[config.mk]
export PLATFORM = sky130hd
export DESIGN_NAME = fetchTop
export DESIGN_NICKNAME = d
export VERILOG_FILES = /design/src/addrPkg.sv /design/src/memPkg.sv /design/src/tagStore.sv /design/src/dataStore.sv /design/src/blockMemory.sv /design/src/icacheCtrl.sv /design/src/fetchTop.sv
export SDC_FILE = /design/constraint.sdc
export NUM_CORES = 1
export LEC_CHECK = 0
export ABC_AREA = 1
export BUFFER_PORTS_ARGS = -buffer_cell sky130_fd_sc_hd__buf_2
export CAP_MARGIN = 15
export CORE_AREA = 2 2 151 153
export DETAILED_ROUTE_END_ITERATION = 10
export DIE_AREA = 0 0 153 155
export PLACE_DENSITY = 0.67
export SYNTH_ARGS = -nofsm -noshare
export SYNTH_HDL_FRONTEND = slang
export SYNTH_SLANG_ARGS = --single-unit
[constraint.sdc]
create_clock -name clk -period 7.2 [get_ports clk]
set_input_delay 0.36 -clock clk [delete_from_list [all_inputs] [get_ports clk]]
set_output_delay 0.36 -clock clk [all_outputs]
set_load 0.005 [all_outputs]
[src/imem.dat]
// one 32-bit instruction word per line in hex, word index 0 first
E1A00000
E1A10101
E1A20202
E1A30303
E1A40404
E1A50505
E1A60606
E1A70707
E1A80808
E1A90909
E1AA0A0A
E1AB0B0B
E1AC0C0C
E1AD0D0D
E1AE0E0E
E1AF0F0F
E1B01010
E1B11111
E1B21212
E1B31313
E1B41414
E1B51515
E1B61616
E1B71717
E1B81818
E1B91919
E1BA1A1A
E1BB1B1B
E1BC1C1C
E1BD1D1D
E1BE1E1E
E1BF1F1F
E1C02020
E1C12121
E1C22222
E1C32323
E1C42424
E1C52525
E1C62626
E1C72727
E1C82828
E1C92929
E1CA2A2A
E1CB2B2B
E1CC2C2C
E1CD2D2D
E1CE2E2E
E1CF2F2F
E1D03030
E1D13131
E1D23232
E1D33333
E1D43434
E1D53535
E1D63636
E1D73737
E1D83838
E1D93939
E1DA3A3A
E1DB3B3B
E1DC3C3C
E1DD3D3D
E1DE3E3E
E1DF3F3F

[src/addrPkg.sv]
`default_nettype none

package addrPkg;

  // cache geometry, 8 direct-mapped sets
  parameter int indexBits = 3;
  parameter int numSets = 1 << indexBits;

  // tag is whatever sits above index, word and byte fields
  parameter int tagBits = 32 - indexBits - 4;

  // pc as seen by the tag and data stores
  typedef struct packed {
    logic [tagBits-1:0]   tag;
    logic [indexBits-1:0] index;
    logic [1:0]           wordSel;
    logic [1:0]           byteSel;
  } cacheFields;

  // pc as seen by the backing memory, one block per 16 bytes
  typedef struct packed {
    logic [27:0] blockNum;
    logic [1:0]  wordSel;
    logic [1:0]  byteSel;
  } memFields;

  // one fetch address, two decodings
  typedef union packed {
    cacheFields cacheView;
    memFields   memView;
  } fetchAddr;

endpackage

`default_nettype wire

[src/memPkg.sv]
`default_nettype none

package memPkg;

  // one instruction
  typedef logic [31:0] instrWord;

  // refill unit is a four-word block
  parameter int wordsPerBlock = 4;

  // entry 0 holds the lowest address of the block
  typedef instrWord [wordsPerBlock-1:0] memBlock;

  // backing memory depth in words
  parameter int memWords = 64;

  // hex image, one word per line
  parameter string memFile = "/design/src/imem.dat";

endpackage

`default_nettype wire

[src/tagStore.sv]
`default_nettype none

module tagStore
  (
    input  logic             clk,
    input  logic             rstN,
    input  addrPkg::fetchAddr pcReg,
    input  logic             fillEn,
    input  logic             flush,
    output logic             hit
  );

  import addrPkg::*;

  // one valid bit per set
  logic [numSets-1:0] valid;

  // tag array
  logic [tagBits-1:0] tagMem [numSets];

  // valid bits clear on reset and on flush
  always_ff @(posedge clk or negedge rstN)
  begin
    if (!rstN)
    begin
      valid <= '0;
    end
    else if (flush)
    begin
      valid <= '0;
    end
    else if (fillEn)
    begin
      // refilled set becomes usable
      valid[pcReg.cacheView.index] <= 1'b1;
    end
  end

  // tag captured with the block
  always_ff @(posedge clk)
  begin
    if (fillEn)
    begin
      tagMem[pcReg.cacheView.index] <= pcReg.cacheView.tag;
    end
  end

  // selected set must be valid and carry the same tag
  assign hit = valid[pcReg.cacheView.index] &&
               (tagMem[pcReg.cacheView.index] == pcReg.cacheView.tag);

endmodule

`default_nettype wire

[src/dataStore.sv]
`default_nettype none

module dataStore
  (
    input  logic              clk,
    input  addrPkg::fetchAddr pcReg,
    input  logic              fillEn,
    input  memPkg::memBlock   block,
    output memPkg::instrWord  instr
  );

  import addrPkg::*;
  import memPkg::*;

  // one whole block per set
  memBlock blockMem [numSets];

  // set index and word within the block
  logic [indexBits-1:0] setIdx;
  logic [1:0]           wordIdx;

  // byte bits are not looked at, fetches are word aligned
  assign setIdx  = pcReg.cacheView.index;
  assign wordIdx = pcReg.cacheView.wordSel;

  // block lands in address order
  always_ff @(posedge clk)
  begin
    if (fillEn)
    begin
      blockMem[setIdx] <= block;
    end
  end

  // word select from the indexed set
  // stale until a fill, the controller only reads it on a hit
  assign instr = blockMem[setIdx][wordIdx];

endmodule

`default_nettype wire

[src/blockMemory.sv]
`default_nettype none

module blockMemory
  #(
    parameter int waitCycles = 2
  )
  (
    input  logic              clk,
    input  logic              rstN,
    input  logic              memRead,
    input  addrPkg::fetchAddr pcReg,
    output memPkg::memBlock   block,
    output logic              memValid
  );

  import memPkg::*;

  // counter must reach waitCycles
  localparam int countBits = $clog2(waitCycles + 1);
  // word and block address widths inside the array
  localparam int wordAddrBits = $clog2(memWords);
  localparam int wordOffBits = $clog2(wordsPerBlock);
  localparam int blockAddrBits = wordAddrBits - wordOffBits;

  typedef enum logic [1:0] {idle, requested, retrieved} memState;

  memState state;
  memState nextState;
  logic [countBits-1:0] count;
  logic [blockAddrBits-1:0] blockAddr;

  // word array
  instrWord mem [memWords];

  initial
  begin
    $readmemh(memFile, mem);
  end

  always_ff @(posedge clk or negedge rstN)
  begin
    if (!rstN)
    begin
      state <= idle;
    end
    else
    begin
      state <= nextState;
    end
  end

  // stay in requested while the wait is not done
  always_comb
  begin
    case (state)
      idle:      nextState = memRead ? requested : idle;
      requested: nextState = (count < countBits'(waitCycles)) ? requested : retrieved;
      retrieved: nextState = idle;
      default:   nextState = idle;
    endcase
  end

  // wait counter, held at zero while idle
  always_ff @(posedge clk or negedge rstN)
  begin
    if (!rstN)
    begin
      count <= '0;
    end
    else if (state == idle)
    begin
      count <= '0;
    end
    else if (state == requested)
    begin
      count <= count + 1'b1;
    end
  end

  // block valid for exactly the retrieved cycle
  assign memValid = (state == retrieved);

  // block number wraps modulo the memory depth
  assign blockAddr = pcReg.memView.blockNum[blockAddrBits-1:0];

  always_comb
  begin
    for (int w = 0; w < wordsPerBlock; w++)
    begin
      block[w] = mem[{blockAddr, wordOffBits'(w)}];
    end
  end

endmodule

`default_nettype wire

[src/icacheCtrl.sv]
`default_nettype none

module icacheCtrl
  (
    input  logic              clk,
    input  logic              rstN,
    input  logic              fetchReq,
    input  addrPkg::fetchAddr pc,
    input  logic              hit,
    input  logic              memValid,
    output addrPkg::fetchAddr pcReg,
    output logic              memRead,
    output logic              fillEn,
    output logic              instrValid
  );

  typedef enum logic [1:0] {idle, compare, refill, respond} ctrlState;

  ctrlState state;
  ctrlState nextState;

  // latch the request address once, when leaving idle
  always_ff @(posedge clk)
  begin
    if ((state == idle) && fetchReq)
    begin
      pcReg <= pc;
    end
  end

  always_ff @(posedge clk or negedge rstN)
  begin
    if (!rstN)
    begin
      state <= idle;
    end
    else
    begin
      state <= nextState;
    end
  end

  always_comb
  begin
    case (state)
      idle:
      begin
        nextState = fetchReq ? compare : idle;
      end
      compare:
      begin
        // a miss leaves for refill, the read goes out this cycle
        nextState = hit ? respond : refill;
      end
      refill:
      begin
        // after the fill, look up again so the word comes from the cache
        nextState = memValid ? compare : refill;
      end
      respond:
      begin
        nextState = idle;
      end
      default:
      begin
        nextState = idle;
      end
    endcase
  end

  // single read per miss, compare only lasts one cycle
  assign memRead = (state == compare) && !hit;

  // write the stores in the cycle the block arrives
  assign fillEn = (state == refill) && memValid;

  // response pulse, one cycle
  assign instrValid = (state == respond);

endmodule

`default_nettype wire

[src/fetchTop.sv]
`default_nettype none

module fetchTop
  #(
    parameter int waitCycles = 2
  )
  (
    input  logic              clk,
    input  logic              rstN,
    input  logic              fetchReq,
    input  addrPkg::fetchAddr pc,
    input  logic              flush,
    output memPkg::instrWord  instr,
    output logic              instrValid
  );

  import addrPkg::*;
  import memPkg::*;

  // latched address shared by stores and memory
  fetchAddr pcReg;
  // refill handshake
  logic    memRead;
  logic    memValid;
  logic    fillEn;
  memBlock block;
  // lookup result
  logic    hit;

  icacheCtrl ctrl (
    .clk(clk), .rstN(rstN), .fetchReq(fetchReq), .pc(pc), .hit(hit),
    .memValid(memValid), .pcReg(pcReg), .memRead(memRead), .fillEn(fillEn),
    .instrValid(instrValid)
  );

  tagStore tags (
    .clk(clk), .rstN(rstN), .pcReg(pcReg), .fillEn(fillEn), .flush(flush),
    .hit(hit)
  );

  // word goes straight to the requester
  dataStore data (
    .clk(clk), .pcReg(pcReg), .fillEn(fillEn), .block(block), .instr(instr)
  );

  // slow backing memory
  blockMemory #(
    .waitCycles(waitCycles)
  ) mem (
    .clk(clk), .rstN(rstN), .memRead(memRead), .pcReg(pcReg), .block(block),
    .memValid(memValid)
  );

endmodule

`default_nettype wire

* Word-level counts from Yosys, hierarchy flattened *
Memories as Yosys holds them, arrays and structs flattened. A register that Yosys moved wholly into a read port is not among the register bits.
Cells that the tools add are included.

word-level totals
  flip-flop bits (word level) = 46
  memory bits (writable) = 1224
  input bits = 36
  output and inout port bits = 33
  logic and storage cells = 50
  memories = 2

cells by class
  add/sub/neg operators = 1
  $lt $le $gt $ge = 4
  equality and inequality tests = 6
  multiplexer cells = 21
  bitwise logic cells = 1
  reductions and logical operators = 10

memory list
  name           depth  bits a word  rd ports  clocked after memory_dff  write ports  RTL line         text
  data.blockMem  8      128          1         1                         1            dataStore.sv:16  memBlock blockMem [numSets];
  tags.tagMem    8      25           1         1                         1            tagStore.sv:19   logic [tagBits-1:0] tagMem [numSets];

operators with widths
  operator                                                           number
  binary-select mux 32 bit (select 2 bit)                            1
  2-to-1 mux 32 bit                                                  1
  equality test 25 bit                                               1
  2-to-1 mux 8 bit                                                   2
  2-to-1 mux 2 bit                                                   4
  OR 8 bit                                                           1
  case mux 2 bit (4 select lines)                                    1
  2-to-1 mux 1 bit                                                   7
  equality test 2 bit, second input constant                         3
  2-to-1 mux 3 bit                                                   2
  logical AND 1 bit                                                  5
  equality test 2 x 1 -> 1 bit, second input constant                2
  zero test 2 bit                                                    2
  < comparator 3 x 4 -> 1 bit, second input constant                 1
  case mux 2 bit (2 select lines)                                    1
  nonzero test 2 bit                                                 2
  binary-select mux 1 bit (select 3 bit)                             1
  demux 1 bit (select 3 bit)                                         1
  greater-or-equal comparator 3 x 1 -> 1 bit, second input constant  1
  < comparator 2 x 3 -> 1 bit, second input constant                 1
  adder 2 x 1 -> 2 bit, second input constant                        1
  < comparator 2 bit, second input constant                          1
  zero test 1 bit                                                    1

* Logic depth before layout (Yosys ltp) *
  word-level depth = 7
  gate-level depth with buffers = 16
  depth with buffers taken out = 15

* By module *
From an unflattened synthesis, not the netlist that was laid out.

unflattened totals
  cells, all modules = 5284
  area, all modules = 55343.1 sq um

by module, submodules not included
  module       instances  cells an instance  area an instance (sq um)  sequential area each (sq um)
  dataStore    1          4146               43828.3                   30749.5
  tagStore     1          940                9283.9                    6206.0
  blockMemory  1          149                1137.3                    100.1
  icacheCtrl   1          49                 1093.5                    1011.0

* Worst setup path after synthesis *
Ideal clock, no wire load.

  path type = register -> register
  start = reg mem.state[1]
  end = mem tags.tagMem[6][0] in the netlist's numbering, enable pin
  library setup time = 0.474 ns
  arrival = 3.401 ns
  data required time = 6.726 ns
  path slack = 3.326 ns
  cell stages (with the launch flop) = 5
  path buffers = 0
  period minus slack after synthesis = 3.874 ns
  cell sequence = dfrtp_1 -> inv_1 -> nor3_2 -> inv_1 -> nor4_1

on the way
  word-level cells in the longest chain between the ends = 4

RTL lines
  element                                 RTL line           text
  start, declared                         blockMemory.sv:27  memState state;
  start signal, assigned                  blockMemory.sv:44  state <= idle;
  start signal, assigned                  blockMemory.sv:48  state <= nextState;
  equality test 2 bit                     blockMemory.sv:81  assign memValid = (state == retrieved);
  logical AND 1 bit                       icacheCtrl.sv:75   assign fillEn = (state == refill) && memValid;
  2-to-1 mux 1 bit                        tagStore.sv:42     if (fillEn)
  2-to-1 mux 1 bit (implied by the code)  tagStore.sv:44     tagMem[pcReg.cacheView.index] <= pcReg.cacheView.tag;
  end, declared                           tagStore.sv:19

No other way between the ends.

==> reports/results.txt <==
The final period demand of the worst path works out to 3.05 ns. Across the VDD grid, the largest voltage drop is 0.261 mV. Setup violations remaining at the end of the flow were counted as 0.

STA classifies the critical path endpoint as a flop. Summed over all layers, the routed wires come to 22000 um. The run gives 1369 as the number of cells after detailed placement.

During I/O placement, the number of pins put on the boundary was 69. For the final routed database, the setup TNS stands at 0 ns. The share of total power in the clock network is 32.3%.

The area enclosed by the die boundary is 23700 um^2. Of the total power, combinational logic draws 23.7%. The areal power density over the cells was 336 nW/um^2; the routed wire length per instance was 15.4 um. The clock transition time at the flip-flop clock pins of the worst setup and hold paths was 0.06 ns; the number of placement rows was 55. The final critical path takes up 42.4% of the cycle. The placeable core region is 22200 um^2. Setup slack on the worst reg-to-reg path comes out at 4.15 ns.

The mean cell area of the mapped netlist came out at 10.0 um^2. The tools report the number of H-tree levels as 1. The flow ran to the end, and the final reports show no timing, DRC or antenna violations. Setup repair after global routing left no endpoint under its margin. The power spent charging and discharging nets is 1310 uW, and the synthesized netlist cell count is 1080. After global routing the overflow that remains totals 0. The worst hold slack across all endpoints came out at 0.0176 ns.

In this run the worst hold path is classified as input port to flop. The internal portion of the total power is 2760 uW. Total via count in the routed design: 7082. For the antenna diode count, the log shows 0. The half-perimeter wire length after placement was 12000 um; the pin count of the biggest net entering global routing was 71. The finished layout holds 1429 standard cells, fillers aside. STA puts the critical path data arrival time at 3.46 ns. Summing all multi-input logic gate instances after layout gives 2700 um^2. The tools report the global-route total usage across every layer as 18.4%.

Fraction of power spent switching nets: 32.3%. The share of final-layout standard cells stronger than drive strength 1 was 8.04%. The run gives 0 as the synthesis warning total.

The tools report the setup skew after layout as 0.0164 ns. The logs give 0.53 ns for the clock insertion delay at the later pin of the skew report and 67.0% for the share of synthesized area occupied by flip-flops and latches. The run gives 1161 as the number of nets in the final layout.

The initial antenna violation count was 0. The global placer's final weighted congestion came out at 0.793. The synthesized design contains 245 register bits.

The cell area that synthesis handed to floorplanning was 10800 um^2. The number of hold violations in the final report was 0; the first-pass iteration count of the detailed router was 4. TritonCTS built the clock tree. Counting along the longest clock path gives a buffer depth of 3.

The number of gates resized after CTS was 0. Summing all non-filler instances in the final layout gives an area of 12100 um^2. The run gives 29.1% as the worst max-slew margin expressed relative to the limit.

The required time at the endpoint of the critical path is 7.61 ns, and the residual antenna-violating net count after detailed routing is 0. The tools report the launching element type of the critical path as a flop. The initial utilization of the core area, before any placement, comes to 48.8%.

For this block, the initial DRC count from the detailed router was 523. After detailed routing, the number of remaining DRC violations is 0. The clock drives 245 sinks.

Across the run, the number of max-cap violations was 0. Across the whole layout, storage elements account for 7260 um^2. Of all nets on the critical path, the largest fanout is 67. For the number of global-route vias before repair, the log shows 6707. The count of buffers added on input and output ports is 32. The total CTS buffers came out at 25. The tree is rooted in a sky130_fd_sc_hd__clkbuf_16. Once placement finished, the instance area stood at 11100 um^2. The fill cell total of the finished layout is 1870. Peak clock frequency supported by timing: 328 MHz.

The proportion of power drawn by flip-flops and latches is 44.0%. The x dimension of the die is 153 um. The first-pass GRT wire length was 34700 um; the layout-stage area growth over the synthesis result was 11.6%.

At the pin with the least slew margin, the transition time is 1.06 ns. The leakage power summed over all cells is 0.00521 uW. The critical path in this run is classified as flop to flop. The number of max-slew violations in the final report came out at 0.

The distinct cell type count after synthesis was 24. The floorplan die height is 155 um, and the via density per instance is 4.96.
-- sequential cells by signal (all words and copies together) (netlist names), named ones only --
name / count
ctrl.pcReg: 28
ctrl.state: 2
mem.count: 2
mem.state: 2
tags.tagMem: 200
tags.valid: 8
-- stage by stage --
step / worst slack (ns) / util (%) / power [uW]
2_1_floorplan: 3.33 / - / 2550
3_3_place_gp: 4.21 / 50.0 / 2760
3_5_place_dp: 4.14 / 50.0 / 2780
4_1_cts: 4.13 / 54.3 / 4100
5_1_grt: 3.94 / 54.4 / 4300
6_report: 4.15 / 54.4 / 4070
-- final timing paths --
| kind | startpoint | end | cells past startpoint |
|---|---|---|---|
| max | flop | mem.state[0]$_DFF_PN0_ | 13 |
| min | pc[31] | ctrl.pcReg[31]$_DFFE_PP_ | 1 |
| max reg2reg | flop | mem.state[0]$_DFF_PN0_ | 13 |
| min reg2reg | tags.valid[4]$_DFFE_PN0P_ | tags.valid[4]$_DFFE_PN0P_ | 2 |
| max in group asynchronous | rstN | ctrl.state[1]$_DFF_PN0_ | 2 |
| min in group asynchronous | rstN | mem.state[1]$_DFF_PN0_ | 2 |
-- final cells by class --
type	count	share of cell area, %
Inverter	145	4.50
Tap cell	285	2.95
Multi-Input combinational cell	650	22.4
Clock inverter	18	1.65
Sequential cell	245	60.1
Timing Repair Buffer	58	3.23
Clock buffer	28	5.27
-- critical path, cell delays in order, from the launching register on --
cell,delay [ns]
sky130_fd_sc_hd__dfxtp_4,0.49
sky130_fd_sc_hd__inv_2,0.39
sky130_fd_sc_hd__buf_4,0.69
sky130_fd_sc_hd__nand2_1,0.13
sky130_fd_sc_hd__nand3_1,0.10
sky130_fd_sc_hd__nand3_1,0.10
sky130_fd_sc_hd__nand3_1,0.14
sky130_fd_sc_hd__nand2_1,0.13
sky130_fd_sc_hd__nor2_1,0.19
sky130_fd_sc_hd__nand3_1,0.10
sky130_fd_sc_hd__nor2_1,0.16
sky130_fd_sc_hd__nand3_1,0.12
sky130_fd_sc_hd__nand2_1,0.08
sky130_fd_sc_hd__nand2_1,0.05
-- cell usage in the layout, fill, tap and decap left out --
cell type,count
sky130_fd_sc_hd__nand2_1,344
sky130_fd_sc_hd__edfxtp_1,228
sky130_fd_sc_hd__inv_1,139
sky130_fd_sc_hd__nand3_1,111
sky130_fd_sc_hd__nor2_1,104
sky130_fd_sc_hd__conb_1,32
sky130_fd_sc_hd__buf_2,32
sky130_fd_sc_hd__clkbuf_16,25
sky130_fd_sc_hd__o21ai_0,23
sky130_fd_sc_hd__dfrtp_1,14
sky130_fd_sc_hd__dlygate4sd3_1,14
sky130_fd_sc_hd__buf_4,12
sky130_fd_sc_hd__nand3b_1,9
sky130_fd_sc_hd__o21ai_1,9
sky130_fd_sc_hd__clkinv_1,6
sky130_fd_sc_hd__nor3_1,6
sky130_fd_sc_hd__clkinv_2,6
sky130_fd_sc_hd__inv_2,4
sky130_fd_sc_hd__a21oi_1,4
sky130_fd_sc_hd__bufinv_16,4
sky130_fd_sc_hd__nand4_1,3
sky130_fd_sc_hd__clkbuf_1,3
sky130_fd_sc_hd__o211ai_1,2
sky130_fd_sc_hd__nor4_2,2
sky130_fd_sc_hd__inv_6,2
sky130_fd_sc_hd__nor3_2,1
sky130_fd_sc_hd__dfxtp_4,1
sky130_fd_sc_hd__dfxtp_2,1
sky130_fd_sc_hd__dfxtp_1,1
sky130_fd_sc_hd__clkinvlp_4,1
sky130_fd_sc_hd__clkinv_4,1
-- Yosys cell counts --
cell type,count,area [um^2]
sky130_fd_sc_hd__nand2_1,344,1290
sky130_fd_sc_hd__edfxtp_1,228,6850
sky130_fd_sc_hd__inv_1,140,526
sky130_fd_sc_hd__nand3_1,111,556
sky130_fd_sc_hd__nor2_1,104,390
sky130_fd_sc_hd__buf_4,39,293
sky130_fd_sc_hd__o21ai_0,23,115
sky130_fd_sc_hd__buf_2,20,100
sky130_fd_sc_hd__dfrtp_1,14,350
sky130_fd_sc_hd__nand3b_1,9,67.6
sky130_fd_sc_hd__o21ai_1,9,45.0
sky130_fd_sc_hd__nor3_1,6,30.0
sky130_fd_sc_hd__buf_1,5,18.8
sky130_fd_sc_hd__a21oi_1,4,20.0
sky130_fd_sc_hd__clkbuf_1,4,15.0
sky130_fd_sc_hd__inv_2,4,15.0
sky130_fd_sc_hd__buf_6,3,33.8
sky130_fd_sc_hd__dfxtp_1,3,60.1
sky130_fd_sc_hd__nand4_1,3,18.8
sky130_fd_sc_hd__nor4_1,2,12.5
sky130_fd_sc_hd__o211ai_1,2,15.0
sky130_fd_sc_hd__clkinv_1,1,3.75
sky130_fd_sc_hd__conb_1,1,3.75
sky130_fd_sc_hd__nor3_2,1,10.0
-- metal layers --
layer | up-vias | global-route usage [%] | wire (um)
met3 | 27 | 2.67 | 1200
met4 | 0 | 4.23 | 295
met2 | 199 | 32.8 | 10900
met1 | 3331 | 24.0 | 9590
met5 | - | 0 | 0
li1 | 3525 | - | -
-- power groups by stage --
stage               clock network, uW  registers, uW  logic, uW
detailed placement                  0           1820        963
floorplan                           0           1760        792
CTS                              1330           1790        973
finish                           1310           1790        965
global route                     1390           1810       1110
global placement                    0           1820        940
-- what timing repair did --
item / in CTS / in global routing
hold buffers: 12 / 2
setup buffers: 0 / 0
hold endpoints to repair: 25 / 2
-- cells by family after synthesis --
logic type	synth area share, %
AND/OR/NAND/NOR	21.9
buffers and inverters	9.27
other	0.0346
flip-flops	67.0
AO/OA/AOI/OAI	1.80
No activity file was read; power rests on OpenSTA's default activity.
